[config.mk]
export PLATFORM = sky130hd
export DESIGN_NAME = mem_arbiter
export DESIGN_NICKNAME = d
export VERILOG_FILES = /design/src/source/flash_emu_pkg.sv /design/src/source/mem_arbiter.sv
export SDC_FILE = /design/constraint.sdc
export NUM_CORES = 1
export LEC_CHECK = 0
export ABC_AREA = 1
export ABC_CLOCK_PERIOD_IN_PS = 2900
export BUFFER_PORTS_ARGS = -buffer_cell sky130_fd_sc_hd__buf_2
export CORE_ASPECT_RATIO = 0.75
export CORE_MARGIN = 1
export CORE_UTILIZATION = 31
export CTS_CLUSTER_DIAMETER = 30
export CTS_CLUSTER_SIZE = 12
export DETAILED_ROUTE_END_ITERATION = 10
export PLACE_DENSITY = 0.94
export SETUP_SLACK_MARGIN = 0.05
export SLEW_MARGIN = 20
export SYNTH_ARGS = -nofsm -noshare
export SYNTH_HDL_FRONTEND = slang
export SYNTH_SLANG_ARGS = --single-unit
[constraint.sdc]
create_clock -name clk -period 2.9 [get_ports clk]
set_clock_uncertainty 0.2 [all_clocks]
set_input_delay 0.29 -clock clk [delete_from_list [all_inputs] [get_ports clk]]
set_output_delay 0.29 -clock clk [all_outputs]
set_load 0.02 [all_outputs]
[src/source/flash_emu_pkg.sv]
// shared types for the flash emulator; image is 4 KiB, upper spi address bits are ignored
`default_nettype none

package flash_emu_pkg;

	// image address width, 2**12 bytes of flash image
	localparam int MEM_ADDR_BITS = 12;

	// address bytes that follow a read opcode
	localparam int SPI_ADDR_BYTES = 3;

	// supported flash opcodes
	// anything else is answered with 0xff
	typedef enum logic [7:0] {
		OP_READ      = 8'h03,
		OP_FAST_READ = 8'h0B
	} spi_op_t;

	// wishbone classic, master to slave
	typedef struct packed {
		logic                     cyc;
		logic                     stb;
		logic                     we;
		logic [MEM_ADDR_BITS-1:0] adr;
		logic [7:0]               dat;
	} wb_req_t;

	// wishbone classic, slave to master
	typedef struct packed {
		logic       ack;
		logic [7:0] dat;
	} wb_rsp_t;

	// one byte request from the host side
	typedef struct packed {
		logic                     we;
		logic [MEM_ADDR_BITS-1:0] addr;
		logic [7:0]               data;
	} host_req_t;

endpackage

`default_nettype wire

[src/source/mem_arbiter.sv]
// two master wishbone arbiter, spi side wins ties; grant held until ack, no pipelining
`timescale 1ns/1ps
`default_nettype none

module mem_arbiter import flash_emu_pkg::*; (
	input  logic    clk,
	input  logic    arst_n,
	input  wb_req_t spi_req,
	output wb_rsp_t spi_rsp,
	input  wb_req_t host_req,
	output wb_rsp_t host_rsp,
	output wb_req_t mem_req,
	input  wb_rsp_t mem_rsp
);

	// busy from grant to ack
	logic busy_q;
	// owner of the bus, 1 is the spi side
	logic grant_q;
	logic grant;

	// when idle the grant follows the requests directly
	// so the first cycle costs no extra clock
	assign grant = busy_q ? grant_q : spi_req.cyc;

	assign mem_req = grant ? spi_req : host_req;

	// ack only to the owner, the other one just waits
	assign spi_rsp.ack  = mem_rsp.ack & grant;
	assign spi_rsp.dat  = mem_rsp.dat;
	assign host_rsp.ack = mem_rsp.ack & ~grant;
	assign host_rsp.dat = mem_rsp.dat;

	always_ff @(posedge clk or negedge arst_n) begin
		if (!arst_n) begin
			busy_q  <= 1'b0;
			grant_q <= 1'b0;
		end else if (!busy_q) begin
			// lock in the winner
			if (spi_req.cyc || host_req.cyc) begin
				busy_q  <= 1'b1;
				grant_q <= spi_req.cyc;
			end
		end else if (mem_rsp.ack) begin
			// owner drops cyc next cycle, free to regrant then
			busy_q <= 1'b0;
		end
	end

endmodule

`default_nettype wire

==> metrics.txt <==
maxcap violations 0; Mapped Avg Cell Area 5.96 um2; ANT nets after route 0; R2R Setup Slk 1560 ps; Sink Count 2; WL final 2.09 mm; Clock Latency Late Sink 240 ps; CTS tree yes; GRT Total Usage 18.4%; CP Data Required Time 2410 ps; cell area power density 588 nW/um2; area grow syn2layout 35.6%; pin count of the biggest net entering global routing 26; core area 1850 um2; Synth Instances 109; run status complete, no violations; Worst Path Max Fanout 23; LEAKAGE 0.587 nW; CP cell instances nand2_1 > nand3_1 > nand2_1 > buf_2; Routed WL per cell 11.3 um; final net count 221; io pins 98; Hold Path Class input port to flip-flop; Worst setup EP type output port; die height 41.6 um; Die Width 54.9 um; period utilisation layout 72.5%; global-route wire length before repair 3.18 mm; die area 2280 um2; Hold Path Origin mem_rsp[8]; Final Hold Fails 0; final core occ 47.5%; CTS max path bufs 2; Placer Congestion 0.716; FMAX 476 MHz; TritonCTS Buffers 3; synth unique cells 15; Tot Pwr 0.518 mW; post-synthesis sequential area ratio 7.71%; vias per cell 4.93; Setup Buffers After CTS 0; Syn. warnings 0; syn nets 166; Rows 13; IO buf count 73; most common cell after layout, fill and taps aside buf_2; Reg2Reg Depth 4; post-DP HPWL 1.49 mm; CP Class flip-flop to output port; gr ovfl total 0; critical path startpoint category flip-flop; CTS clock-pin slew for the worst setup and hold paths 30 ps; Crit path largest cell delay 560 ps; number of DRC markers in iteration 0 9; Post-DP Area 848 um2; Slew @ Worst Pin 737 ps; most frequent CP cell nand2_1; share of cells above drive strength 1 51.9%; setup TNS 0 ps; drt pass-1 iters 5; # DRC 0; Fill cells 204; via count 908; RR Endpoint grant_q; vias in the first global route 760; Yosys top cell area share 32.4%; WHS Path Cells 2; commonest cells after routing, fill and taps aside 73 x buf_2, 42 x nand3_1, 26 x nand2_1; Hold Path Sink busy_q; Synth Register Bits 2; Max VDD drop 0.448 mV; Slew Viols, Final 0; RSZ-0062 raised after global routing false; Synth area leaders nand3_1 32%, buf_4 22%, nand2_1 15%; Synth Cell Area 649 um2; slowest CP cell nand2_1; initial core utilization 35.0%; Synth area leader nand3_1; initial antenna violation count 0; crit path DAT 1610 ps; H-tree depth 1; CTS Root Cell clkbuf_4; fin area 881 um2; max_slew headroom 50.8%; minimum clock period 2100 ps; reg2reg start grant_q; Antenna diodes 0; Final Setup Violations 0
==> worst max-delay path, delay by kind of cell (launching register included) <==
| family | cells | cell delay (ps) |
|---|---|---|
| and+or+nand+nor | 3 | 810 |
| DFF | 1 | 400 |
| buffers and inverters | 1 | 160 |
==> where the power goes <==
group	total [mW]	leakage, nW	internal (mW)	switching [mW]
combinational	0.413	0.552	0.138	0.276
sequential	0.0394	0.0214	0.0344	0.00494
clock	0.0653	0.0138	0.0459	0.0194
total	0.518	0.587	0.218	0.300
==> per-layer routing <==
metal | wire length, um | track usage (%) | up-vias
li1 | - | - | 458
met5 | 0 | 0 | -
met4 | 48 | 9.74 | 0
met2 | 1050 | 30.1 | 38
met3 | 132 | 2.56 | 6
met1 | 857 | 22.2 | 406
==> cell families (layout without fill, tap and decap cells) <==
| logic type | count (synthesis) | after routing | share of synthesized area, % |
|---|---|---|---|
| AO/OA/AOI/OAI | 4 | 4 | 3.08 |
| buffers and inverters | 28 | 81 | 32.2 |
| flip-flops | 2 | 2 | 7.71 |
| AND/OR/NAND/NOR | 75 | 75 | 57.0 |
==> worst max-delay path by stage <==
stage	start	cells after the start	slack (ps)	end
floorplan	busy_q	4	1340	host_rsp[8]
global route	busy_q	4	670	mem_req[9]
global placement	busy_q	4	1070	mem_req[21]
finish	busy_q	4	800	mem_req[13]
CTS	busy_q	4	790	mem_req[21]
detailed placement	busy_q	4	1040	mem_req[3]
==> state kept, by name, indices dropped and copies added, names as in the netlist <==
signal	count
busy_q	1
grant_q	1
==> cell usage after synthesis (all sizes together) <==
master  number
o21ai        3
inv          4
a21oi        1
buf         24
nand3       45
nor2         1
dfrtp        2
nand2       29
==> per-stage QoR <==
| stage | std cells | setup WS, ps | hold slack (ps) |
|---|---|---|---|
| 2_1_floorplan | 109 | 1340 | -206 |
| 3_3_place_gp | 180 | 1070 | -123 |
| 3_5_place_dp | 180 | 1040 | -124 |
| 4_1_cts | 184 | 788 | 85.7 |
| 5_1_grt | 184 | 668 | 106 |
| 6_report | 184 | 797 | 84.2 |
==> area by class of cell <==
| cell class | count | area (um2) | share of cell area (%) |
|---|---|---|---|
| Inverter | 4 | 15.0 | 1.70 |
| Clock buffer | 3 | 22.5 | 2.56 |
| Sequential cell | 2 | 50.0 | 5.68 |
| Timing Repair Buffer | 74 | 375 | 42.6 |
| Multi-Input combinational cell | 79 | 390 | 44.3 |
| Tap cell | 22 | 27.5 | 3.12 |
==> timing repair <==
| action | in CTS | in global routing |
|---|---|---|
| resized for setup | 0 | 0 |
| endpoints found under the hold margin | 2 | 0 |
| setup endpoints to repair | 0 | 0 |
| hold buffers | 1 | 0 |
(Power assumes the default switching activity.)
