--- config.mk ---
export PLATFORM = sky130hd
export DESIGN_NAME = spi_pin_sampler
export DESIGN_NICKNAME = d
export VERILOG_FILES = /design/src/source/spi_pin_sampler.sv
export SDC_FILE = /design/constraint.sdc
export NUM_CORES = 1
export LEC_CHECK = 0
export ABC_AREA = 1
export BUFFER_PORTS_ARGS = -buffer_cell sky130_fd_sc_hd__clkbuf_2
export CAP_MARGIN = 20
export CORE_ASPECT_RATIO = 1.75
export CORE_MARGIN = 5
export CORE_UTILIZATION = 46
export CTS_BUF_LIST = sky130_fd_sc_hd__clkbuf_16
export DETAILED_ROUTE_END_ITERATION = 6
export PLACE_DENSITY = 0.8
export SLEW_MARGIN = 10
export SYNTH_ARGS = -nofsm -noshare
export SYNTH_HDL_FRONTEND = slang
export SYNTH_SLANG_ARGS = --single-unit
--- constraint.sdc ---
create_clock -name clk -period 4.5 [get_ports clk]
set_clock_uncertainty 0.15 [all_clocks]
set_input_delay 0.675 -clock clk [delete_from_list [all_inputs] [get_ports clk]]
set_output_delay 0.675 -clock clk [all_outputs]
set_load 0.05 [all_outputs]
--- src/source/spi_pin_sampler.sv ---
// spi mode 0 slave, msb first; pins oversampled, needs sck half period of 16 clk or more
`timescale 1ns/1ps
`default_nettype none

module spi_pin_sampler (
	input  logic       clk,
	input  logic       arst_n,
	input  logic       sck,
	input  logic       cs_n,
	input  logic       mosi,
	output logic       miso,
	output logic [7:0] rx_data,
	output logic       rx_valid,
	output logic       frame_start,
	input  logic [7:0] tx_data
);

	// two flop synchronizers, index 1 is the safe one
	logic [1:0] sck_sync;
	logic [1:0] cs_sync;
	logic [1:0] mosi_sync;
	// previous synchronized levels for edge detect
	logic       sck_q;
	logic       cs_q;
	logic       sck_rise;
	logic       sck_fall;
	logic [2:0] bit_cnt;
	logic [6:0] rx_shift;
	logic [7:0] tx_shift;

	assign sck_rise    = sck_sync[1] & ~sck_q;
	assign sck_fall    = ~sck_sync[1] & sck_q;
	// chip select just went low
	assign frame_start = cs_q & ~cs_sync[1];
	assign miso        = tx_shift[7];

	always_ff @(posedge clk or negedge arst_n) begin
		if (!arst_n) begin
			sck_sync  <= 2'b00;
			cs_sync   <= 2'b11;
			mosi_sync <= 2'b00;
			sck_q     <= 1'b0;
			cs_q      <= 1'b1;
		end else begin
			sck_sync  <= {sck_sync[0], sck};
			cs_sync   <= {cs_sync[0], cs_n};
			mosi_sync <= {mosi_sync[0], mosi};
			sck_q     <= sck_sync[1];
			cs_q      <= cs_sync[1];
		end
	end

	// bit counter, byte strobe and miso shifter
	always_ff @(posedge clk or negedge arst_n) begin
		if (!arst_n) begin
			bit_cnt  <= 3'd0;
			rx_valid <= 1'b0;
			tx_shift <= 8'hFF;
		end else if (cs_sync[1]) begin
			// deselected: restart the byte, idle miso high
			bit_cnt  <= 3'd0;
			rx_valid <= 1'b0;
			tx_shift <= 8'hFF;
		end else begin
			rx_valid <= sck_rise && (bit_cnt == 3'd7);
			if (sck_rise) begin
				bit_cnt <= bit_cnt + 3'd1;
			end
			// mode 0, data changes on the falling edge
			if (sck_fall) begin
				// byte boundary, bit 7 of the new byte goes out now
				if (bit_cnt == 3'd0) begin
					tx_shift <= tx_data;
				end else begin
					tx_shift <= {tx_shift[6:0], 1'b1};
				end
			end
		end
	end

	// receive data path
	always_ff @(posedge clk) begin
		if (sck_rise) begin
			rx_shift <= {rx_shift[5:0], mosi_sync[1]};
			if (bit_cnt == 3'd7) begin
				rx_data <= {rx_shift, mosi_sync[1]};
			end
		end
	end

endmodule

`default_nettype wire
==> impl_metrics.json <==
{
  "num_io_pins": 24,
  "synth_nets": 128,
  "rsz0062_at_grt": "false",
  "fmax_mhz": 496.2,
  "postCtsHoldBufs": 0,
  "routabilityCongestion": 0.8128,
  "cts_resized": 0,
  "finalSetupTns_ns": 0,
  "drt_iter0_markers": 25,
  "die_w_um": 50.52,
  "post-route-period-util": 0.4478,
  "grt_pass1_wl_um": 3808,
  "nNetsFinal": 156,
  "start_util": 0.4855,
  "ys_seq_area_frac": 0.7301,
  "viasPerCell": 4.988,
  "drv_cap": 0,
  "die_h_um": 80.90,
  "drv_slew": 0,
  "worst_hold_slack_ns": 0.2038,
  "place_inst": 160,
  "crit_path_start_kind": "flip-flop",
  "cp-end-kind": "output port",
  "clkLatencyLatePin_ns": 0.28,
  "finalSetupViolCount": 0,
  "antenna_cells": 0,
  "final_antenna_net_count": 0,
  "cp_top_family": "flip-flops",
  "postSynthCellCount": 112,
  "areaGrowthSynthToFinish_pct": 24.43,
  "slew-limit-headroom": 0.5725,
  "first_global_vias": 868,
  "yosysWarnings": 0,
  "clkTransAtPathRegs_ns": 0.05,
  "coreArea_sq_mm": 0.002721,
  "report.final.hold_viol_count": 0,
  "post-dp-hpwl_um": 1644,
  "synth.distinct_cells": 16,
  "cts_max_path_buffers": 2,
  "synth_seq_cells": 35,
  "drtPass1Iterations": 4,
  "final_util": 0.6041,
  "pre_cts_ws_ns": 2.764,
  "period_minus_slack_ns": 2.015,
  "worst_path_max_delay_cell": "dfstp_2",
  "worst-setup-path-type": "reg -> out",
  "multi_input_area_sq_um": 289.0,
  "htreeDepth": 2,
  "yosysTopAreaCell": "edfxtp_1",
  "setup_ws_ns": 2.485,
  "drt-total-wl_um": 2282,
  "worstPathMaxFanout": 9,
  "grt_start_max_net_pins": 21,
  "layoutNonFillerInstCount": 168,
  "irDropWorstVdd_mv": 0.3375,
  "gr-total-overflow": 0,
  "avgSynthCellArea_sq_um": 11.80,
  "worst_pin_slew_ns": 0.6389,
  "max_stage_delay_ns": 0.62,
  "antenna_found_initial": 0,
  "cts_tree": "built",
  "critical_path_arrival_ns": 1.19,
  "power.density_mw_per_mm2": 509.9,
  "postCtsSetupRepairBufs": 0,
  "synth.top_cell.area_share": 0.3409,
  "io_buffers": 23,
  "cts_sinks": 35,
  "outcome": "finished clean",
  "cp.required_ns": 3.67,
  "drc": 0,
  "grt_util_all_layers": 0.1289,
  "wl_per_cell_um": 13.58,
  "min_path_type": "reg -> reg",
  "nFillCells": 223,
  "placementRows": 25,
  "cts_made_buffers": 5,
  "clock_tree.root_cell": "clkbuf_16",
  "seqCellArea_sq_um": 964.7,
  "dr_total_vias": 838,
  "synth_area_sq_mm": 0.001321,
  "ys_top_cells_by_area": "edfxtp_1, dfstp_2, dfrtp_1, nor2_1, nand2_1",
  "worst-path-buf-inv": 1,
  "leakage_nw": 0.7591,
  "dieArea_sq_mm": 0.004087,
  "layout-drive-gt1-share": 0.3121,
  "crit_chain": "nor2_1, clkbuf_2"
}
-- power by group --
group / switching [mW] / leakage [nW] / internal [mW]
clock: 0.124 / 0.0900 / 0.317
combinational: 0.0270 / 0.302 / 0.0137
sequential: 0.00690 / 0.367 / 0.350
total: 0.158 / 0.759 / 0.680
-- cell usage in the layout, fill, tap and decap left out, types with 4 or more instances in the layout --
cell	Yosys	final
edfxtp_1	15	15
nor2_1	21	21
inv_1	13	13
nand2_1	20	20
dfstp_2	11	11
nand3_1	5	5
a21oi_1	4	4
dfrtp_1	9	9
clkbuf_16	0	5
clkbuf_2	0	23
-- Yosys cell counts (all sizes together) --
cell type,count
a21oi,4
nor2,21
dfstp,11
inv,13
edfxtp,15
nand3,5
buf,2
nand2,22
nor3,1
dfrtp,9
o21ai,6
ha,3
-- sequential cells by signal, summed over array words and instances (netlist names) --
signal / count
tx_shift: 8
cs_q: 1
rx_valid: 1
rx_data: 8
rx_shift: 7
bit_cnt: 3
mosi_sync: 2
sck_sync: 2
cs_sync: 2
sck_q: 1
-- stage by stage --
stage	area [sq um]	power, mW
5_1_grt	1644	0.8709
4_1_cts	1644	0.8485
3_3_place_gp	1451	0.4009
6_report	1644	0.8384
2_1_floorplan	1321	0.3893
3_5_place_dp	1451	0.4034
-- worst register-to-register path: stages, from the launching register on --
cell and delay, ns:
dfrtp_1 0.35, ha_1 0.17, ha_1 0.14, inv_1 0.05
nor2_1 0.50
-- kinds of logic after synthesis --
logic type | Yosys count | share of synthesized area
DFF | 35 | 0.7301
adders and majority gates | 3 | 0.02841
buffers and inverters | 15 | 0.05114
and+or+nand+nor | 49 | 0.1525
AOI/OAI and AO/OA | 10 | 0.03787
-- final timing paths --
| path | from | end | slack [ns] | depth (start not counted) |
|---|---|---|---|---|
| min reg2reg | mosi_sync[0] | mosi_sync[1] | 0.20 | 0 |
| max | cs_sync[1] | frame_start | 2.48 | 2 |
| max in group asynchronous | arst_n | tx_shift[1] | 3.64 | 1 |
| min in group asynchronous | arst_n | mosi_sync[0] | 0.21 | 1 |
| min | mosi_sync[0] | mosi_sync[1] | 0.20 | 0 |
| max reg2reg | bit_cnt[0] | rx_data[7] | 2.78 | 4 |
-- layer usage --
layer,vias up,GRT usage,part of all wire
li1,415,-,-
met1,392,0.1211,0.37
met2,25,0.2102,0.55
met3,6,0.04954,0.057
met4,0,0.1125,0.025
met5,-,0,0
-- cell type report --
class | instances | area share
tap | 27 | 0.02055
clock buffer | 5 | 0.07610
inverter | 13 | 0.02968
timing repair buffer | 23 | 0.07001
sequential | 35 | 0.5868
clock inverter | 3 | 0.04110
multi-input combinational | 62 | 0.1758
Note: power is estimated with default switching activity, not from simulation.
