$ cat src/source/flash_emu_pkg.sv
// shared types for the flash emulator; image is 4 KiB, upper spi address bits are ignored
`default_nettype none

package flash_emu_pkg;

	// image address width, 2**12 bytes of flash image
	localparam int MEM_ADDR_BITS = 12;

	// address bytes that follow a read opcode
	localparam int SPI_ADDR_BYTES = 3;

	// supported flash opcodes
	// anything else is answered with 0xff
	typedef enum logic [7:0] {
		OP_READ      = 8'h03,
		OP_FAST_READ = 8'h0B
	} spi_op_t;

	// wishbone classic, master to slave
	typedef struct packed {
		logic                     cyc;
		logic                     stb;
		logic                     we;
		logic [MEM_ADDR_BITS-1:0] adr;
		logic [7:0]               dat;
	} wb_req_t;

	// wishbone classic, slave to master
	typedef struct packed {
		logic       ack;
		logic [7:0] dat;
	} wb_rsp_t;

	// one byte request from the host side
	typedef struct packed {
		logic                     we;
		logic [MEM_ADDR_BITS-1:0] addr;
		logic [7:0]               data;
	} host_req_t;

endpackage

`default_nettype wire

$ cat src/source/host_port.sv
// one host byte at a time; a new request waits until the previous bus cycle has ended
`timescale 1ns/1ps
`default_nettype none

module host_port import flash_emu_pkg::*; (
	input  logic       clk,
	input  logic       arst_n,
	input  logic       host_valid,
	output logic       host_ready,
	input  host_req_t  host_req,
	output logic [7:0] host_rdata,
	output logic       host_rvalid,
	output wb_req_t    wb_req,
	input  wb_rsp_t    wb_rsp
);

	// bus cycle outstanding
	logic      cyc_q;
	logic      accept;
	host_req_t req_q;

	assign host_ready = !cyc_q;
	assign accept     = host_valid && !cyc_q;

	assign wb_req.cyc = cyc_q;
	assign wb_req.stb = cyc_q;
	assign wb_req.we  = req_q.we;
	assign wb_req.adr = req_q.addr;
	assign wb_req.dat = req_q.data;

	always_ff @(posedge clk or negedge arst_n) begin
		if (!arst_n) begin
			cyc_q       <= 1'b0;
			host_rvalid <= 1'b0;
		end else begin
			host_rvalid <= 1'b0;
			if (cyc_q && wb_rsp.ack) begin
				cyc_q <= 1'b0;
				// only reads report back
				host_rvalid <= !req_q.we;
			end else if (accept) begin
				cyc_q <= 1'b1;
			end
		end
	end

	// request and read data registers
	always_ff @(posedge clk) begin
		if (accept) begin
			req_q <= host_req;
		end
		if (cyc_q && wb_rsp.ack && !req_q.we) begin
			host_rdata <= wb_rsp.dat;
		end
	end

endmodule

`default_nettype wire

$ cat config.mk
export PLATFORM = sky130hd
export DESIGN_NAME = host_port
export DESIGN_NICKNAME = d
export VERILOG_FILES = /design/src/source/flash_emu_pkg.sv /design/src/source/host_port.sv
export SDC_FILE = /design/constraint.sdc
export NUM_CORES = 1
export LEC_CHECK = 0
export BUFFER_PORTS_ARGS = -buffer_cell sky130_fd_sc_hd__buf_2
export CAP_MARGIN = 20
export CELL_PAD_IN_SITES_DETAIL_PLACEMENT = 0
export CELL_PAD_IN_SITES_GLOBAL_PLACEMENT = 1
export CORE_AREA = 4 4 64 66
export CTS_CLUSTER_DIAMETER = 150
export DETAILED_ROUTE_END_ITERATION = 8
export DIE_AREA = 0 0 68 70
export HOLD_SLACK_MARGIN = 0.1
export PLACE_DENSITY_LB_ADDON = 0.1
export SYNTH_ARGS = -nofsm -noshare
export SYNTH_HDL_FRONTEND = slang
export SYNTH_SLANG_ARGS = --single-unit
$ cat constraint.sdc
create_clock -name clk -period 1.76 [get_ports clk]
set_input_delay 0.352 -clock clk [delete_from_list [all_inputs] [get_ports clk]]
set_output_delay 0.352 -clock clk [all_outputs]
set_load 0.05 [all_outputs]
==> results_dict.tcl, run 1 <==
set metrics [dict create \
    min-delay-start "host_req[4]" \
    port_buffers 65 \
    wl_met3_um 267 \
    finalWirelength_um 1980 \
    diodes 0 \
    cp_max_fo 6 \
    netlist_area_um2 961 \
    drt_iter0_drc 13 \
    syn_inst 38 \
    hold_depth 1 \
    cts_max_path_buffers 2 \
    antenna_left 0 \
    maxCapViolCount 0 \
    clock-sinks 31 \
    hold_viol 0 \
    yosysSeqAreaShare_pct 95.8 \
    final-setup-viol-count 0 \
    antenna_found_initial 0 \
    grt_pass1_wl_um 2820 \
    yosys_warnings 0 \
    synth.most_common_cell "edfxtp_1" \
    num_rows 22 \
    arrival_ns 1.06 \
    drc 0 \
    dieArea_um2 4760 \
    synth-edff-count 29 \
    grt_max_degree 22 \
    clk_pin_slew_worst_paths_ns 0.09 \
    critical_path_class "flop to primary output" \
    syn_avg_cell_area_um2 25.3 \
    synth_top_area_share_pct 90.6 \
    drv_slew 0 \
    r2r_cells 2 \
    routed.top_layer "met4" \
    met1_length_um 708 \
    die_w_um 68 \
    h-tree-depth 2 \
    slew_headroom_pct 82.2 \
    finalSetupTns_ns 0 \
    r2r_start "cyc_q" \
    nets 144 \
    ys_top_cells_by_count "edfxtp_1 (29), buf_4 (2), dfrtp_1 (2)" \
    status "finished, final reports clean" \
    synth_flop_cell "edfxtp_1" \
    dr_wl_met2_um 955 \
    drive_above_1_share_pct 65.2 \
    rr_endpoint "wb_req[10]" \
    synth_top_area_cell "edfxtp_1" \
    postCtsSetupBuffers 0 \
    ys_ff_latch 31 \
    place_area_um2 1350 \
    place_inst 151 \
    num_vias 610 \
    cts_tree "yes" \
    critical_path_required_ns 1.41 \
    fin_crit_sh_pct 80.1 \
    grt_pass1_vias 616 \
    final_cell_area_um2 1410 \
    r2r_slack_ns 0.61 \
    p_leak_nw 0.609 \
    critPathLaunchType "flop" \
    cts_made_buffers 5 \
    synthTopCellsByArea "edfxtp_1 (91%), dfrtp_1 (5.2%), buf_4 (1.6%)" \
    coreArea_um2 3580 \
    syn_nets 71 \
    root_buffer "clkbuf_4" \
    io_pins 66 \
    ys_types 8 \
    overflow 0 \
    synthArstFlopShare_pct 6.45 \
    fin_cells 160 \
    fin_crit_ns 1.41 \
    min_path_type "input pin to flop" \
    rsz0062_at_grt "no" \
    area_growth_syn_to_layout_pct 46.5 \
    dr.pass1.iters 2 \
    fin_skew_ns 0.00523 \
    die_y_um 70 \
    vias_per_cell 3.81 \
    endpoint_kind "primary output" \
    place_congestion 0.626 \
    grtUsageTotal_pct 8.54 \
    initial_utilization_pct 26.9 \
    wl_per_cell_um 12.4 \
    vdd_drop_max_v 0.000477 \
    clk_latency_ns 0.31 \
    powerDensity_nw_per_um2 1090 \
    max_freq_mhz 709 \
    worst_pin_slew_ns 0.267 \
    holdPathEnd "wb_req[4]" \
]
-- worst max-delay path by stage --
| stage | from | end | slack, ns | cells past startpoint |
|---|---|---|---|---|
| after floorplan | wb_req[20] | host_rdata[0] | 0.30 | 1 |
| after global placement | host_valid | wb_req[3] | 0.59 | 3 |
| after detailed placement | host_valid | wb_req[10] | 0.58 | 3 |
| after CTS | cyc_q | host_ready | 0.31 | 2 |
| after global routing | cyc_q | host_ready | 0.28 | 2 |
| final | cyc_q | host_ready | 0.35 | 2 |
-- power breakdown --
part | internal, mW | switching [mW]
sequential | 0.861 | 0.0142
clock | 0.148 | 0.212
combinational | 0.0675 | 0.227
-- per-layer routing --
layer  global-route usage (%)  vias up
li1                         -      290
met3                     4.18        8
met5                        0        -
met1                     8.78      270
met2                     13.2       42
met4                     5.96        0
-- stage by stage --
stage / util (%) / setup slack, ns / total power [mW] / hold WS [ns]
finish: 39.3 / 0.350 / 1.53 / 0.207
detailed placement: 37.7 / 0.578 / 1.19 / 0.144
global route: 39.3 / 0.276 / 1.61 / 0.179
CTS: 39.3 / 0.313 / 1.56 / 0.184
global placement: 37.7 / 0.593 / 1.19 / 0.143
floorplan: - / 0.302 / 1.11 / 0.0564
-- cells by family after synthesis --
logic type	share of synthesized area, %
buffers and inverters	1.95
AND/OR/NAND/NOR	1.43
AO/OA/AOI/OAI	0.782
flip-flops	95.8
-- state kept, by name, indices dropped and copies added (netlist names) --
| signal | flops |
|---|---|
| host_rdata | 8 |
| wb_req | 21 |
| cyc_q | 1 |
| host_rvalid | 1 |
-- cell type report --
| cell class | count | area [um2] |
|---|---|---|
| inverters | 1 | 3.75 |
| multi-input cells | 4 | 23.8 |
| clock inverters | 2 | 7.51 |
| well taps | 48 | 60.1 |
| repair buffers | 68 | 350 |
| fillers | 365 | 2170 |
| flip-flops and latches | 31 | 921 |
| clock buffers | 6 | 41.3 |
-- critical path, cell delays in order (launching register included) --
cell     delay, ns
dfrtp_1       0.43
inv_1         0.07
buf_2         0.25
-- timing repair --
item,in CTS,in global routing
hold buffers,1,0
endpoints found under the setup margin,0,0
gates resized for setup,0,0
hold endpoints to repair,2,0
-- cells in the final DEF, fill, tap and decap left out --
master and count:
clkbuf_1 1, nand2_1 1, nor2b_2 1, dlygate4sd3_1 1
buf_2 65, nor2_1 1, clkinv_1 2, o21a_1 1
dfrtp_1 2, buf_4 2, clkbuf_4 5, inv_1 1
edfxtp_1 29
No activity file was read; power rests on OpenSTA's default activity.
==> run 2, diff against run 1 <==
Settings changed: ABC_AREA set to 1.
Clock period 1.76 ns to 1.2 ns, I/O delays scaled along.
==> results_dict.tcl, run 2 <==
set metrics [dict create \
    status "complete, but fails checks" \
    violations "negative setup slack" \
    antenna_found_initial 0 \
    final-setup-viol-count 16 \
    root_buffer "clkbuf_4" \
    clk_pin_slew_worst_paths_ns 0.09 \
    critical_path_class "flop to flop" \
    r2r_cells 5 \
    syn_nets 74 \
    mostFrequentLayoutCell "buf_2" \
    overflow 0 \
    rsz0062_at_grt "yes" \
    place_area_um2 1380 \
    ys_types 8 \
    h-tree-depth 2 \
    hold_depth 3 \
    fin_crit_ns 1.21 \
    cp_max_fo 5 \
    finish.utilization_pct 50.8 \
    place_congestion 0.625 \
    hold_viol 0 \
    dp_hpwl_um 1570 \
    max_freq_mhz 829 \
    critical_path_required_ns 1.24 \
    cts_made_buffers 5 \
    clk_latency_ns 0.31 \
    p_sw_uw 720 \
    grt_pass1_vias 788 \
    p_sw_share_pct 29.6 \
    ys_ff_latch 31 \
    rr_endpoint "wb_req[6]" \
    clkPwrFrac_pct 21.7 \
    diodes 0 \
    vias_per_cell 3.83 \
    clock-sinks 31 \
    comb_power_share_pct 25.3 \
    endpoint_kind "flop" \
    grt_max_degree 22 \
    synth_top_area_cell "edfxtp_1" \
    vdd_drop_max_v 0.000679 \
    layout_common_cells "buf_2 (54), dlygate4sd3_1 (30), edfxtp_1 (29)" \
    r2r_start "cyc_q" \
    ys_top_cells_by_count "edfxtp_1 (29), nand2_1 (3), buf_4 (2), dfrtp_1 (2), inv_1 (2)" \
    initial_utilization_pct 27.1 \
    slew_headroom_pct 82.2 \
    die_w_um 68 \
    synth_top_area_share_pct 89.9 \
    coreArea_um2 3580 \
    area_growth_syn_to_layout_pct 87.7 \
    num-fill-cells 315 \
    port_buffers 65 \
    largest_reg_flops 21 \
    synth-edff-count 29 \
    io_pins 66 \
    r2r_slack_ns -0.007 \
    yosys_warnings 0 \
    synthArstFlopShare_pct 6.45 \
    worst_pin_slew_ns 0.268 \
    seq_power_share_pct 53.0 \
    power.total_mw 2.44 \
    worst_slack_ns -0.00679 \
    cellInternalPower_mw 1.72 \
    holdPathEnd "cyc_q" \
    num_rows 22 \
    powerDensity_nw_per_um2 1340 \
    num_vias 747 \
    final_cell_area_um2 1820 \
    finalWirelength_um 2450 \
    drc 0 \
    synthTopCellsByArea "edfxtp_1 (90%), dfrtp_1 (5.2%), buf_4 (1.6%)" \
    synth_flop_cell "edfxtp_1" \
    critPathLaunchType "flop" \
    whs_ns 0.158 \
    dp_slack_ns 0.0525 \
    dr.pass1.iters 2 \
    synth.most_common_cell "edfxtp_1" \
    syn_inst 41 \
    nets 179 \
    maxCapViolCount 0 \
    min_path_type "input pin to flop" \
    fin_crit_sh_pct 101 \
    cts_max_path_buffers 2 \
    fin_skew_ns 0.00468 \
    syn_avg_cell_area_um2 23.6 \
    grt_pass1_wl_um 3530 \
    drt_iter0_drc 15 \
    drive_above_1_share_pct 54.4 \
    drv_slew 0 \
    wl_per_cell_um 12.6 \
    yosysSeqAreaShare_pct 95.1 \
    die_y_um 70 \
    arrival_ns 1.25 \
    cts_tree "yes" \
    dieArea_um2 4760 \
    min-delay-start "host_valid" \
    grtUsageTotal_pct 10.4 \
    antenna_left 0 \
    netlist_area_um2 968 \
    p_leak_nw 0.782 \
]
-- run 2: final cells by class --
cell class / instances / area (um2) / area share [%]
Sequential cell: 31 / 922 / 50.7
Timing Repair Buffer: 100 / 736 / 40.5
Tap cell: 48 / 60.1 / 3.30
Clock buffer: 6 / 41.3 / 2.27
Multi-Input combinational cell: 5 / 33.8 / 1.86
Inverter: 3 / 17.5 / 0.964
Clock inverter: 2 / 7.51 / 0.413
-- run 2: kinds of logic (layout without fill, tap and decap cells) --
family        after synthesis  count (layout)  share of synthesized area [%]
buf+inv                     5             111                           2.71
simple gates                5               5                           2.20
flops                      31              31                           95.1
-- run 2: power groups by stage --
stage | registers (mW) | clock network, mW | logic, mW
floorplan | 1.54 | 0 | 0.117
global placement | 1.31 | 0 | 0.473
detailed placement | 1.32 | 0 | 0.472
CTS | 1.29 | 0.560 | 0.584
global route | 1.30 | 0.607 | 0.647
finish | 1.29 | 0.529 | 0.615
-- run 2: how the worst max path moves through the flow --
stage | slack [ns] | depth (start not counted) | start | endpoint
2_1_floorplan | -0.04 | 3 | cyc_q | wb_req[0]
3_3_place_gp | 0.08 | 2 | cyc_q | host_rdata[6]
3_5_place_dp | 0.05 | 2 | cyc_q | host_rdata[2]
4_1_cts | -0.02 | 2 | cyc_q | host_ready
5_1_grt | -0.06 | 2 | cyc_q | host_ready
6_report | -0.007 | 5 | cyc_q | wb_req[6]
-- run 2: timing repair --
action | CTS | global route
cloned | 0 | 2
endpoints found under the hold margin | 31 | 0
endpoints found under the setup margin | 4 | 40
pin swaps | 0 | 1
hold buffers | 30 | 0
buffers inserted | 2 | 0
gates resized for setup | 8 | 14
-- run 2: routing by layer --
| layer | GRT usage, % | vias up | wire, um | share of wire (%) |
|---|---|---|---|---|
| li1 | - | 357 | - | - |
| met1 | 8.67 | 350 | 804 | 33 |
| met2 | 19.8 | 34 | 1420 | 58 |
| met3 | 4.82 | 6 | 174 | 7.1 |
| met4 | 4.19 | 0 | 51 | 2.1 |
| met5 | 0 | - | 0 | 0 |
-- run 2: metrics by stage --
stage | TNS (ns) | instances
after floorplan | -0.873 | 41
after global placement | 0 | 153
after detailed placement | 0 | 153
after CTS | -0.0802 | 193
after global routing | -1.18 | 195
final | -0.0707 | 195
-- run 2: worst max-delay path, stage by stage, from the launching register on --
cell and delay [ns]:
dfrtp_2 0.44, inv_4 0.07, buf_4 0.11, nand2_4 0.05, clkinvlp_4 0.12, clkbuf_16 0.16
==> run 3, diff against run 2 <==
Settings changed: ABC_AREA 1 to unset.
==> results_dict.tcl, run 3 (synthesis results as in run 1) <==
set metrics [dict create \
    root_buffer "clkbuf_4" \
    use_met2_pct 18.1 \
    maxCapViolCount 0 \
    p_leak_nw 0.767 \
    drv_slew 0 \
    vias_per_cell 3.79 \
    endpoint_kind "primary output" \
    rsz0062_at_grt "yes" \
    fin_crit_ns 1.21 \
    cp_max_fo 6 \
    grt.busiest_layer "met2" \
    clk_pin_slew_worst_paths_ns 0.08 \
    status "complete, but fails checks" \
    violations "negative setup slack" \
    vdd_drop_max_v 0.000618 \
    mostFrequentLayoutCell "buf_2" \
    overflow 0 \
    layout_common_cells "buf_2 (44), dlygate4sd3_1 (30), edfxtp_1 (29)" \
    max_freq_mhz 827 \
    dr.pass1.iters 2 \
    critPathLaunchType "flop" \
    hold_viol 0 \
    drc 0 \
    clock-sinks 31 \
    antenna_left 0 \
    arrival_ns 0.97 \
    whs_ns 0.142 \
    grtUsageTotal_pct 10.7 \
    cts_tree "yes" \
    largest_reg_flops 21 \
    critical_path_required_ns 0.96 \
    slew_headroom_pct 83.5 \
    area_growth_syn_to_layout_pct 88.2 \
    port_buffers 65 \
    grt_max_degree 22 \
    dieArea_um2 4760 \
    finalWirelength_um 2250 \
    final-setup-viol-count 3 \
    die_w_um 68 \
    cts_made_buffers 5 \
    coreArea_um2 3580 \
    clk_latency_ns 0.32 \
    diodes 0 \
    cts_max_path_buffers 2 \
    powerDensity_nw_per_um2 1340 \
    use_met1_pct 10.3 \
    fin_crit_sh_pct 101 \
    io_pins 66 \
    grt_pass1_wl_um 3690 \
    h-tree-depth 2 \
    critical_path_class "flop to primary output" \
    drive_above_1_share_pct 54.9 \
    num-fill-cells 321 \
    worst_slack_ns -0.00953 \
    antenna_found_initial 0 \
    die_y_um 70 \
    initial_utilization_pct 26.9 \
    fin_skew_ns 0.00540 \
    place_congestion 0.643 \
    final_cell_area_um2 1810 \
    grt_pass1_vias 813 \
    gr-usage-met3_pct 5.95 \
    num_vias 721 \
    worst_pin_slew_ns 0.248 \
    wl_per_cell_um 11.9 \
    num_rows 22 \
    drt_iter0_drc 37 \
    min_path_type "input pin to flop" \
    place_area_um2 1370 \
    nets 174 \
]
[run 3: changes by cell type in the layout (fill, tap and decap cells not counted), moves of 2 or more]
cell and delta:
nand2_1 -2, clkinv_1 -2, buf_6 +2, buf_4 +7
buf_2 -10
[run 3: per-layer routing]
layer | wire (um) | vias up
li1 | - | 348
met1 | 794 | 322
met2 | 1150 | 44
met3 | 274 | 7
met4 | 40 | 0
met5 | 0 | -
[run 3: timing repair]
action	in CTS	in global routing
gates resized for setup	9	37
endpoints found under the setup margin	4	37
hold endpoints to repair	31	0
hold buffers	30	0
setup buffers	2	0
[run 3: final timing paths]
kind,from,end,slack (ns),cells after the start
worst max-delay path,cyc_q,host_ready,-0.01,2
worst min register to register,cyc_q,cyc_q,0.58,1
worst min-delay path,host_valid,cyc_q,0.14,2
max in group asynchronous,arst_n,cyc_q,0.86,2
worst max register to register,cyc_q,wb_req[2],0.03,3
min in group asynchronous,arst_n,cyc_q,0.23,2
[run 3: power breakdown]
group / internal [mW] / switching [mW] / leakage, nW
Clock: 0.228 / 0.331 / 0.0293
Sequential: 1.26 / 0.0243 / 0.294
Combinational: 0.219 / 0.359 / 0.445
[run 3: metrics by stage]
stage | util, % | setup slack, ns | power (mW) | std cells | TNS [ns]
final | 50.5 | -0.00953 | 2.43 | 190 | -0.0252
after global routing | 50.5 | -0.0546 | 2.54 | 190 | -0.261
after CTS | 49.0 | -0.0331 | 2.43 | 190 | -0.0921
after detailed placement | 38.2 | 0.0240 | 1.76 | 150 | 0
after global placement | 38.2 | 0.0680 | 1.76 | 150 | 0
after floorplan | - | -0.00399 | 1.63 | 38 | -0.0319
[run 3: area by class of cell]
class | instances | area, um2 | share of cell area, %
flip-flops and latches | 31 | 922 | 51.0
repair buffers | 98 | 736 | 40.7
well taps | 48 | 60.1 | 3.32
clock buffers | 7 | 45.0 | 2.49
multi-input cells | 4 | 36.3 | 2.01
clock inverters | 1 | 5.00 | 0.277
inverters | 1 | 3.75 | 0.208
[run 3: critical path, cell delays in order (launching register included)]
cell,delay [ns]
dfrtp_2,0.45
inv_2,0.07
buf_8,0.13
