$ cat config.mk
export PLATFORM = sky130hd
export DESIGN_NAME = flash_read_engine
export DESIGN_NICKNAME = d
export VERILOG_FILES = /design/src/source/flash_emu_pkg.sv /design/src/source/flash_read_engine.sv
export SDC_FILE = /design/constraint.sdc
export NUM_CORES = 1
export LEC_CHECK = 0
export BUFFER_PORTS_ARGS = -buffer_cell sky130_fd_sc_hd__buf_2
export CAP_MARGIN = 20
export CORE_ASPECT_RATIO = 0.8
export CORE_MARGIN = 1
export CORE_UTILIZATION = 60
export CTS_BUF_LIST = sky130_fd_sc_hd__clkbuf_16
export DETAILED_ROUTE_END_ITERATION = 8
export PLACE_DENSITY = 0.85
export SLEW_MARGIN = 0
export SYNTH_ARGS = -nofsm -noshare
export SYNTH_HDL_FRONTEND = slang
export SYNTH_SLANG_ARGS = --single-unit
$ cat constraint.sdc
create_clock -name clk -period 4.7 [get_ports clk]
set_input_delay 0.235 -clock clk [delete_from_list [all_inputs] [get_ports clk]]
set_output_delay 0.235 -clock clk [all_outputs]
set_load 0.05 [all_outputs]
$ cat src/source/flash_emu_pkg.sv
// shared types for the flash emulator; image is 4 KiB, upper spi address bits are ignored
`default_nettype none

package flash_emu_pkg;

	// image address width, 2**12 bytes of flash image
	localparam int MEM_ADDR_BITS = 12;

	// address bytes that follow a read opcode
	localparam int SPI_ADDR_BYTES = 3;

	// supported flash opcodes
	// anything else is answered with 0xff
	typedef enum logic [7:0] {
		OP_READ      = 8'h03,
		OP_FAST_READ = 8'h0B
	} spi_op_t;

	// wishbone classic, master to slave
	typedef struct packed {
		logic                     cyc;
		logic                     stb;
		logic                     we;
		logic [MEM_ADDR_BITS-1:0] adr;
		logic [7:0]               dat;
	} wb_req_t;

	// wishbone classic, slave to master
	typedef struct packed {
		logic       ack;
		logic [7:0] dat;
	} wb_rsp_t;

	// one byte request from the host side
	typedef struct packed {
		logic                     we;
		logic [MEM_ADDR_BITS-1:0] addr;
		logic [7:0]               data;
	} host_req_t;

endpackage

`default_nettype wire

$ cat src/source/flash_read_engine.sv
// serves READ and FAST_READ from the image; no writes, erases or status commands
`timescale 1ns/1ps
`default_nettype none

module flash_read_engine import flash_emu_pkg::*; (
	input  logic       clk,
	input  logic       arst_n,
	input  logic [7:0] rx_data,
	input  logic       rx_valid,
	input  logic       frame_start,
	output logic [7:0] tx_data,
	output wb_req_t    wb_req,
	input  wb_rsp_t    wb_rsp
);

	typedef enum logic [2:0] {
		ST_OPCODE,
		ST_ADDR,
		ST_DUMMY,
		ST_STREAM,
		ST_IGNORE
	} state_t;

	state_t                   state;
	logic [1:0]               byte_cnt;
	logic                     fast_q;
	logic                     last_addr;
	// next image address to fetch
	// wraps at the image size
	logic [MEM_ADDR_BITS-1:0] addr_q;
	logic [MEM_ADDR_BITS-1:0] addr_shift;
	logic [MEM_ADDR_BITS-1:0] bus_adr;
	logic [MEM_ADDR_BITS-1:0] fetch_adr;
	logic                     cyc_q;
	logic                     fetch_req;
	logic                     fetch_to_tx;
	logic                     fetch_pend;
	logic                     pend_to_tx;
	// where the data of the bus cycle in flight goes
	logic                     cur_to_tx;
	logic                     cur_stale;
	logic [7:0]               pf_q;
	logic                     ack_used;

	assign last_addr  = (byte_cnt == 2'(SPI_ADDR_BYTES - 1));
	// top address bits fall off and only the image range is kept
	assign addr_shift = {addr_q[MEM_ADDR_BITS-9:0], rx_data};
	assign ack_used   = cyc_q && wb_rsp.ack && !cur_stale && !frame_start;

	assign wb_req.cyc = cyc_q;
	assign wb_req.stb = cyc_q;
	assign wb_req.we  = 1'b0;
	assign wb_req.adr = bus_adr;
	assign wb_req.dat = 8'h00;

	// fetch requests
	always_comb begin
		fetch_req   = 1'b0;
		fetch_to_tx = 1'b0;
		fetch_adr   = addr_q;
		if (rx_valid) begin
			case (state)
				ST_ADDR: begin
					// plain READ starts right after the last address byte
					if (last_addr && !fast_q) begin
						fetch_req   = 1'b1;
						fetch_to_tx = 1'b1;
						fetch_adr   = addr_shift;
					end
				end
				ST_DUMMY: begin
					fetch_req   = 1'b1;
					fetch_to_tx = 1'b1;
				end
				// prefetch the byte after the one now handed over
				ST_STREAM: fetch_req = 1'b1;
				default: fetch_req = 1'b0;
			endcase
		end
		// once the first byte lands the prefetch buffer is filled
		if (ack_used && cur_to_tx) begin
			fetch_req = 1'b1;
		end
	end

	always_ff @(posedge clk or negedge arst_n) begin
		if (!arst_n) begin
			state      <= ST_OPCODE;
			byte_cnt   <= 2'd0;
			fast_q     <= 1'b0;
			addr_q     <= '0;
			bus_adr    <= '0;
			tx_data    <= 8'hFF;
			cyc_q      <= 1'b0;
			fetch_pend <= 1'b0;
			pend_to_tx <= 1'b0;
			cur_to_tx  <= 1'b0;
			cur_stale  <= 1'b0;
		end else begin
			if (frame_start) begin
				// a new frame drops the data of any old fetch still in flight
				state      <= ST_OPCODE;
				byte_cnt   <= 2'd0;
				tx_data    <= 8'hFF;
				fetch_pend <= 1'b0;
				cur_stale  <= 1'b1;
			end else if (rx_valid) begin
				case (state)
					ST_OPCODE: begin
						case (spi_op_t'(rx_data))
							OP_READ: begin
								fast_q <= 1'b0;
								state  <= ST_ADDR;
							end
							OP_FAST_READ: begin
								fast_q <= 1'b1;
								state  <= ST_ADDR;
							end
							default: state <= ST_IGNORE;
						endcase
					end
					ST_ADDR: begin
						addr_q   <= addr_shift;
						byte_cnt <= byte_cnt + 2'd1;
						if (last_addr) begin
							state <= fast_q ? ST_DUMMY : ST_STREAM;
						end
					end
					ST_DUMMY:  state <= ST_STREAM;
					ST_STREAM: tx_data <= pf_q;
					default:   state <= ST_IGNORE;
				endcase
			end

			// single wishbone cycles with cyc dropped the cycle after ack
			if (cyc_q && wb_rsp.ack) begin
				cyc_q <= 1'b0;
				if (ack_used && cur_to_tx) begin
					tx_data <= wb_rsp.dat;
				end
				if (fetch_req) begin
					fetch_pend <= 1'b1;
					pend_to_tx <= fetch_to_tx;
				end
			end else if (!cyc_q && !frame_start && (fetch_req || fetch_pend)) begin
				cyc_q      <= 1'b1;
				bus_adr    <= fetch_adr;
				addr_q     <= fetch_adr + MEM_ADDR_BITS'(1);
				cur_to_tx  <= fetch_req ? fetch_to_tx : pend_to_tx;
				cur_stale  <= 1'b0;
				fetch_pend <= 1'b0;
			end else if (fetch_req) begin
				fetch_pend <= 1'b1;
				pend_to_tx <= fetch_to_tx;
			end
		end
	end

	// prefetch buffer
	always_ff @(posedge clk) begin
		if (ack_used && !cur_to_tx) begin
			pf_q <= wb_rsp.dat;
		end
	end

endmodule

`default_nettype wire

==> results of run 1 <==
-- registers in the layout (all words and copies together) (netlist names) --
| signal | flops |
|---|---|
| addr_q | 12 |
| bus_adr | 12 |
| pf_q | 8 |
| tx_data | 8 |
| state | 3 |
| byte_cnt | 2 |
| cur_stale | 1 |
| cur_to_tx | 1 |
| cyc_q | 1 |
| fast_q | 1 |
| fetch_pend | 1 |
| pend_to_tx | 1 |
-- how the worst max path moves through the flow --
stage / end / slack [ns] / startpoint / cells after the start
final: addr_q[10] / 1.93 / byte_cnt[0] / 11
after global routing: addr_q[10] / 1.68 / byte_cnt[0] / 11
after floorplan: addr_q[10] / 2.34 / byte_cnt[0] / 12
after detailed placement: addr_q[10] / 2.03 / byte_cnt[0] / 11
after CTS: addr_q[10] / 2.00 / byte_cnt[0] / 11
after global placement: addr_q[10] / 1.91 / byte_cnt[0] / 11
-- logic make-up (layout without fill, tap and decap cells) --
group           count (synthesis)  in the layout  share of synthesized area (%)
compound gates                 70             70                           15.9
fa+ha+maj                       2              2                          0.892
other cells                     1              9                          0.134
flops                          51             51                           47.3
mux                            21             21                           7.81
xor+xnor                        1              1                          0.312
buf+inv                        31             56                           6.91
simple gates                  124            124                           20.8
-- per-stage QoR --
stage          total power (uW)  cells  setup WS [ns]  utilization [%]  cell area [sq um]
6_report                   1070    391           1.93             71.3               3090
5_1_grt                    1110    391           1.68             71.3               3090
4_1_cts                    1070    391           2.00             71.3               3090
3_5_place_dp                708    383           2.03             67.9               2950
3_3_place_gp                708    383           1.91             67.9               2950
2_1_floorplan               657    309           2.34                -               2840
-- synth_stat cells (2+ instances only) --
master / count / area share [%]
mux2i_1: 17 / 6.1
o31ai_1: 3 / 0.80
a311oi_2: 2 / 1.1
nor4_1: 2 / 0.45
buf_6: 3 / 1.2
and2_1: 2 / 0.45
nand2b_1: 2 / 0.45
buf_1: 3 / 0.40
o21ai_1: 2 / 0.36
o41ai_1: 2 / 0.62
a211oi_1: 5 / 1.3
ha_1: 2 / 0.89
a21oi_1: 27 / 4.8
nand2_1: 51 / 6.8
buf_2: 5 / 0.89
nand4_1: 5 / 1.1
buf_4: 13 / 3.5
nor3_1: 9 / 1.6
o22ai_1: 2 / 0.45
a31oi_1: 8 / 1.8
edfxtp_1: 8 / 8.6
mux2_2: 3 / 1.2
o21ai_0: 8 / 1.4
o21a_1: 4 / 1.1
nand3_1: 14 / 2.5
dfstp_2: 8 / 7.5
or3_1: 2 / 0.45
inv_1: 6 / 0.80
dfrtp_1: 35 / 31
nor2_1: 26 / 3.5
-- power by group through the flow --
| stage | logic (uW) | clock network, uW | registers, uW |
|---|---|---|---|
| 6_report | 177 | 363 | 531 |
| 5_1_grt | 193 | 381 | 534 |
| 4_1_cts | 175 | 365 | 527 |
| 3_5_place_dp | 173 | 0 | 535 |
| 3_3_place_gp | 173 | 0 | 535 |
| 2_1_floorplan | 116 | 0 | 541 |
-- worst max-delay path, stage by stage (launching register included) --
cell and delay (ns):
dfrtp_1 0.37, inv_1 0.08, ha_1 0.22, nand4bb_1 0.22
nor2_4 0.42, nand2_1 0.10, nand2_1 0.12, ha_1 0.35
inv_1 0.14, o41ai_1 0.38, a21oi_1 0.10, nor3_1 0.17
-- per-layer routing --
metal	vias up	track usage (%)
met5	-	0
met4	0	10.6
met3	12	8.70
met2	145	41.7
met1	1142	43.8
li1	1123	-
-- area by class of cell --
class / count / share of cell area [%]
inverter: 6 / 0.729
clock buffer: 5 / 4.05
clock inverter: 3 / 0.608
multi-input combinational: 227 / 42.6
tap: 57 / 2.31
sequential: 51 / 42.9
timing repair buffer: 42 / 6.80
==> impl_metrics.env, run 1 <==
export IMPL_grt_first_pass_wirelength_microns=11200
export IMPL_avgSynthCellArea_sq_um=9.32
export IMPL_met2_length_microns=2850
export IMPL_drt_met1_wl_microns=3050
export IMPL_track_usage_pct=29.8
export IMPL_num_rows=21
export IMPL_clkPwrFrac_pct=33.9
export IMPL_rsz0062_at_grt="false"
export IMPL_power_switching_uw=334
export IMPL_crit_fanout=17
export IMPL_grt_max_degree=44
export IMPL_synth_cell_area_sq_mm=0.00281
export IMPL_cap_violations=0
export IMPL_final_max_slew_viol_count=0
export IMPL_r2r_cells=11
export IMPL_mostFrequentLayoutCell="nand2_1"
export IMPL_synth_edf_count=8
export IMPL_status="finished, final reports clean"
export IMPL_p_int_uw=737
export IMPL_cts_buffer_depth=2
export IMPL_switching_share_pct=31.2
export IMPL_tightestPinTransition_ns=0.965
export IMPL_final_seq_area_sq_mm=0.00133
export IMPL_vias=2422
export IMPL_worstReg2RegStart="byte_cnt[0]"
export IMPL_cts_tree="yes"
export IMPL_start_util_pct=64.7
export IMPL_dieWidth_microns=78.4
export IMPL_cts_resized=0
export IMPL_ys_seq_elements=51
export IMPL_powerDensity_mw_per_mm2=347
export IMPL_hold_violations=0
export IMPL_antenna_found_initial=0
export IMPL_p_leak_uw=0.00140
export IMPL_drive_above_1_share_pct=21.3
export IMPL_fmax_mhz=361
export IMPL_grt_overflow=0
export IMPL_top_layer="met4"
export IMPL_regToRegSetupSlack_ns=1.93
export IMPL_route_detailed_drc=0
export IMPL_cts_sinks=51
export IMPL_path_clk_slew_ns=0.07
export IMPL_synth_distinct_cells=52
export IMPL_avgViaCountPerCell=6.19
export IMPL_synth_cells=301
export IMPL_wl_microns=6750
export IMPL_dp_hpwl_microns=4610
export IMPL_clkLatencyLatePin_ns=0.30
export IMPL_antenna_cells=0
export IMPL_drtAntennaViolNets=0
export IMPL_ys_warn_count=0
export IMPL_clockRootBuffer="clkbuf_16"
export IMPL_postCtsHoldBufs=0
export IMPL_final_cell_mix="nand2_1, buf_2, dfrtp_1"
export IMPL_fin_skew_ns=0.00288
export IMPL_seq_power_share_pct=49.5
export IMPL_arrival_ns=2.99
export IMPL_p_comb_share_pct=16.5
export IMPL_async_flop_share_pct=84.3
export IMPL_io_pins=52
export IMPL_dieHeight_microns=63.2
export IMPL_timing_hold_ws_ns=0.0814
export IMPL_setup_violations=0
export IMPL_reg2reg_to="addr_q[10]"
export IMPL_irDropWorstVdd_mv=0.266
export IMPL_die_area_sq_mm=0.00495
export IMPL_multi_input_comb_area_sq_mm=0.00132
export IMPL_max_slew_margin_pct=35.7
export IMPL_cp_start_kind="register"
export IMPL_fin_crit_sh_pct=58.9
export IMPL_nets=356
export IMPL_min_period_ns=2.77
export IMPL_avgRoutedWirePerCell_microns=17.3
export IMPL_cts_setup_buffers=0
export IMPL_syn_to_final_growth_pct=10.1
export IMPL_synth_top_flop_cell="dfrtp_1"
export IMPL_port_buffers=42
export IMPL_criticalPathCategory="register to register"
export IMPL_h_tree_depth=2
export IMPL_core_region_area_sq_mm=0.00434
export IMPL_first_pass_iters=6
export IMPL_hold_class="primary input to async pin"
export IMPL_cp_required_ns=4.92
export IMPL_drt_iter0_drc=324
export IMPL_cts_made_buffers=5
export IMPL_endpoint_kind="register"
export IMPL_gp_congestion=0.945
export IMPL_fillers=337
export IMPL_yosysSeqAreaShare_pct=47.3
export IMPL_setup_tns_ns=0
export IMPL_grt_pass1_vias=2259
export IMPL_wl_met3_microns=735
(Power assumes the default switching activity.)
==> run 2: changes to the inputs <==
- CORE_UTILIZATION: 60 -> 50
- PLACE_DENSITY: 0.85 -> 0.76
- clock period: 4.7 -> 2.3 ns (I/O delays scaled with it)
==> impl_metrics.env, run 2 (same netlist as run 1, synthesis figures left out) <==
export IMPL_grt_first_pass_wirelength_microns=11400
export IMPL_grt_overflow=0
export IMPL_nets=374
export IMPL_die_area_sq_mm=0.00592
export IMPL_cp_required_ns=2.48
export IMPL_antenna_cells=0
export IMPL_drive_above_1_share_pct=26.7
export IMPL_postCtsHoldBufs=0
export IMPL_arrival_ns=2.35
export IMPL_crit_chain="inv_1 -> ha_4 -> and4bb_2 -> nand2_4 -> buf_4 -> mux2_4 -> or3_1 -> nand3_1 -> o21ai_1"
export IMPL_cts_tree="yes"
export IMPL_vias=2462
export IMPL_fin_skew_ns=0.00678
export IMPL_route_detailed_drc=0
export IMPL_min_period_ns=2.18
export IMPL_hold_violations=35
export IMPL_setup_violations=0
export IMPL_wl_microns=7090
export IMPL_avgViaCountPerCell=5.77
export IMPL_critical_path_buf_inv_count=2
export IMPL_cap_violations=0
export IMPL_critPathMaxStageDelay_ns=0.37
export IMPL_cp_start_kind="register"
export IMPL_drt_iter0_drc=272
export IMPL_clockRootBuffer="clkbuf_16"
export IMPL_dp_cells=418
export IMPL_port_buffers=42
export IMPL_drtAntennaViolNets=0
export IMPL_fin_cells=427
export IMPL_final_max_slew_viol_count=0
export IMPL_cts_buffer_depth=2
export IMPL_clkLatencyLatePin_ns=0.29
export IMPL_avgRoutedWirePerCell_microns=16.6
export IMPL_cts_made_buffers=5
export IMPL_largestRegisters="addr_q (12), bus_adr (12)"
export IMPL_max_slew_margin_pct=36.1
export IMPL_crit_family="simple AND/OR/NAND/NOR gates"
export IMPL_tightestPinTransition_ns=0.959
export IMPL_dp_hpwl_microns=5030
export IMPL_dieHeight_microns=69.0
export IMPL_antenna_found_initial=0
export IMPL_path_clk_slew_ns=0.07
export IMPL_final_cell_mix="nand2_1, buf_2, dfrtp_1"
export IMPL_core_region_area_sq_mm=0.00521
export IMPL_fmax_mhz=460
export IMPL_h_tree_depth=2
export IMPL_gp_congestion=0.986
export IMPL_grt_max_degree=44
export IMPL_track_usage_pct=25.6
export IMPL_first_pass_iters=5
export IMPL_powerDensity_mw_per_mm2=670
export IMPL_rsz0062_at_grt="false"
export IMPL_fin_crit_sh_pct=94.6
export IMPL_final_core_util_pct=63.1
export IMPL_status="complete, but fails checks"
export IMPL_timing_hold_ws_ns=-0.0198
export IMPL_cp_slowest_cell="or3_1"
export IMPL_p_total_uw=2200
export IMPL_mostFrequentLayoutCell="nand2_1"
export IMPL_endpoint_kind="register"
export IMPL_criticalPathCategory="register to register"
export IMPL_start_util_pct=53.9
export IMPL_cts_sinks=51
export IMPL_violations="negative hold slack"
export IMPL_io_pins=52
export IMPL_syn_to_final_growth_pct=17.2
export IMPL_crit_fanout=4
export IMPL_irDropWorstVdd_mv=0.403
export IMPL_grt_pass1_vias=2222
export IMPL_hold_class="primary input to async pin"
export IMPL_p_leak_uw=0.00148
export IMPL_setup_tns_ns=0
export IMPL_num_rows=23
export IMPL_dieWidth_microns=85.7
run 2: cell count changes in the layout (fill, tap and decap cells not counted):
cell / before / now
ha_4: 0 / 1
nand2_2: 0 / 1
nand2_1: 51 / 50
o21ai_2: 1 / 2
nand4bb_4: 0 / 1
clkinv_4: 0 / 1
ha_1: 2 / 0
clkinv_2: 2 / 1
buf_4: 0 / 18
nand4bb_1: 1 / 0
o21ai_1: 2 / 1
ha_2: 0 / 1
run 2: cell type report:
| cell class | instances | area, sq um |
|---|---|---|
| Inverter | 6 | 22.5 |
| Fill cell | 431 | 1920 |
| Clock buffer | 5 | 125 |
| Sequential cell | 51 | 1330 |
| Clock inverter | 3 | 22.5 |
| Timing Repair Buffer | 60 | 345 |
| Tap cell | 75 | 93.8 |
| Multi-Input combinational cell | 227 | 1350 |
run 2: stage by stage:
stage	cell area, sq um	setup WS (ns)
detailed placement	3100	0.0145
floorplan	2840	0.0134
global route	3290	0.0101
global placement	3100	0.122
finish	3290	0.125
CTS	3250	0.106
run 2: final timing paths:
path / from / end / slack [ns] / cells after the start
worst max-delay path: byte_cnt[0] / addr_q[11] / 0.12 / 9
worst min-delay path: arst_n / addr_q[9] / -0.02 / 1
worst max register to register: byte_cnt[0] / addr_q[11] / 0.12 / 9
worst min register to register: bus_adr[3] / bus_adr[3] / 0.48 / 2
max in group asynchronous: arst_n / pend_to_tx / 1.73 / 1
min in group clk: wb_rsp[1] / pf_q[1] / 0.01 / 1
run 2: per-layer routing:
metal | share of wire (%) | global-route usage, %
met2 | 42 | 36.8
met1 | 47 | 36.6
met5 | 0 | 0
met3 | 10 | 9.05
met4 | 1.3 | 6.67
run 2: timing repair:
action / 4_1_cts / 5_1_grt
endpoints found under the setup margin: 1 / 8
setup buffers: 0 / 1
pin swaps: 0 / 1
resized for setup: 1 / 4
run 2: report_power, final:
part / internal, uW / switching [uW]
sequential: 988 / 86.1
combinational: 125 / 262
clock: 407 / 335
==> run 3: changes to the inputs <==
- PLACE_DENSITY: 0.76 -> 0.81
- REMOVE_ABC_BUFFERS: not set -> 1
==> impl_metrics.env, run 3 (same netlist as run 1, synthesis figures left out) <==
export IMPL_die_area_sq_mm=0.00592
export IMPL_h_tree_depth=2
export IMPL_arrival_ns=2.45
export IMPL_status="finished, final reports clean"
export IMPL_drive_above_1_share_pct=26.7
export IMPL_path_clk_slew_ns=0.07
export IMPL_fin_skew_ns=0.00641
export IMPL_criticalPathCategory="register to register"
export IMPL_powerDensity_mw_per_mm2=665
export IMPL_hp_start="wb_rsp[6]"
export IMPL_start_util_pct=53.9
export IMPL_wl_microns=6830
export IMPL_clkLatencyLatePin_ns=0.29
export IMPL_num_rows=23
export IMPL_drtAntennaViolNets=0
export IMPL_place_ws_ns=0.0622
export IMPL_antenna_cells=0
export IMPL_worstReg2RegStart="byte_cnt[1]"
export IMPL_finish_instance_area_sq_mm=0.00332
export IMPL_largestRegisters="addr_q (12), bus_adr (12)"
export IMPL_r2r_cells=10
export IMPL_grt_max_degree=44
export IMPL_cts_buffer_depth=2
export IMPL_dieWidth_microns=85.7
export IMPL_cap_violations=0
export IMPL_track_usage_pct=24.4
export IMPL_vias=2460
export IMPL_grt_pass1_vias=2092
export IMPL_dpl_cell_area_sq_mm=0.00310
export IMPL_dp_hpwl_microns=4940
export IMPL_cp_start_kind="register"
export IMPL_gp_congestion=1.03
export IMPL_io_pins=52
export IMPL_drt_iter0_drc=288
export IMPL_cts_made_buffers=5
export IMPL_min_period_ns=2.24
export IMPL_avgRoutedWirePerCell_microns=16.0
export IMPL_hold_depth=1
export IMPL_port_buffers=42
export IMPL_clockRootBuffer="clkbuf_16"
export IMPL_p_total_uw=2210
export IMPL_cts_sinks=51
export IMPL_fmax_mhz=446
export IMPL_cts_setup_buffers=0
export IMPL_setup_violations=0
export IMPL_reg2reg_to="addr_q[10]"
export IMPL_max_slew_margin_pct=51.6
export IMPL_core_region_area_sq_mm=0.00521
export IMPL_nets=374
export IMPL_final_cell_mix="nand2_1, buf_2, dfrtp_1"
export IMPL_regToRegSetupSlack_ns=0.06
export IMPL_hold_violations=0
export IMPL_hold_end="pf_q[6]"
export IMPL_mostFrequentLayoutCell="nand2_1"
export IMPL_cp_required_ns=2.51
export IMPL_antenna_found_initial=0
export IMPL_final_core_util_pct=63.7
export IMPL_endpoint_kind="register"
export IMPL_crit_fanout=9
export IMPL_fin_crit_sh_pct=97.5
export IMPL_tightestPinTransition_ns=0.723
export IMPL_syn_to_final_growth_pct=18.3
export IMPL_grt_first_pass_wirelength_microns=10800
export IMPL_dieHeight_microns=69.0
export IMPL_hold_class="primary input to register"
export IMPL_irDropWorstVdd_mv=0.365
export IMPL_final_max_slew_viol_count=0
export IMPL_p_leak_uw=0.00149
export IMPL_grt_overflow=0
export IMPL_fin_ws_ns=0.0566
export IMPL_first_pass_iters=5
export IMPL_avgViaCountPerCell=5.76
export IMPL_cts_tree="yes"
export IMPL_route_detailed_drc=0
-- run 3: how the worst max path moves through the flow --
stage | depth (start not counted) | end | from
6_report | 10 | addr_q[10] | byte_cnt[1]
5_1_grt | 11 | addr_q[10] | byte_cnt[0]
4_1_cts | 11 | addr_q[10] | byte_cnt[0]
3_5_place_dp | 11 | addr_q[10] | byte_cnt[0]
3_3_place_gp | 9 | addr_q[6] | byte_cnt[0]
2_1_floorplan | 6 | addr_q[5] | cyc_q
-- run 3: layout make-up --
cell class,count,area [sq um]
Multi-Input combinational cell,227,1360
Clock inverter,3,22.5
Sequential cell,51,1330
Inverter,6,22.5
Timing Repair Buffer,60,373
Clock buffer,5,125
Tap cell,75,93.8
Fill cell,431,1890
-- run 3: repair_timing --
action | in CTS | in global routing
resized for setup | 0 | 6
hold endpoints to repair | 0 | 8
hold buffers | 0 | 1
setup endpoints to repair | 0 | 4
-- run 3: routing by layer --
layer	part of all wire [%]	GRT usage (%)	vias up
met5	0	0	-
li1	-	-	1157
met2	41	34.0	135
met3	8.9	6.31	10
met1	48	37.0	1158
met4	1.4	6.88	0
-- run 3: where the power goes --
group / leakage (uW) / internal (uW) / switching (uW) / total [uW]
registers: 0.000608 / 988 / 94.6 / 1080
logic: 0.000810 / 127 / 256 / 382
clock network: 0.0000742 / 407 / 337 / 744
total: 0.00149 / 1520 / 687 / 2210
-- run 3: worst max-delay path, cell delays in order, from the launching register on --
cell and delay, ns:
dfrtp_1 0.39, ha_2 0.21, and4bb_2 0.28, nand2_4 0.13, nand2_1 0.07, nand2_1 0.11, ha_2 0.21, inv_1 0.09
o41ai_2 0.34, a21oi_1 0.13, nor3_2 0.20
-- run 3: stage by stage --
stage | instances | hold WS [ns] | setup TNS (ns)
after global routing | 427 | 0.00367 | -0.0328
final | 427 | 0.00967 | 0
after CTS | 425 | 0.00622 | 0
after floorplan | 284 | -0.181 | -3.46
after detailed placement | 417 | 0.308 | 0
after global placement | 417 | 0.307 | 0
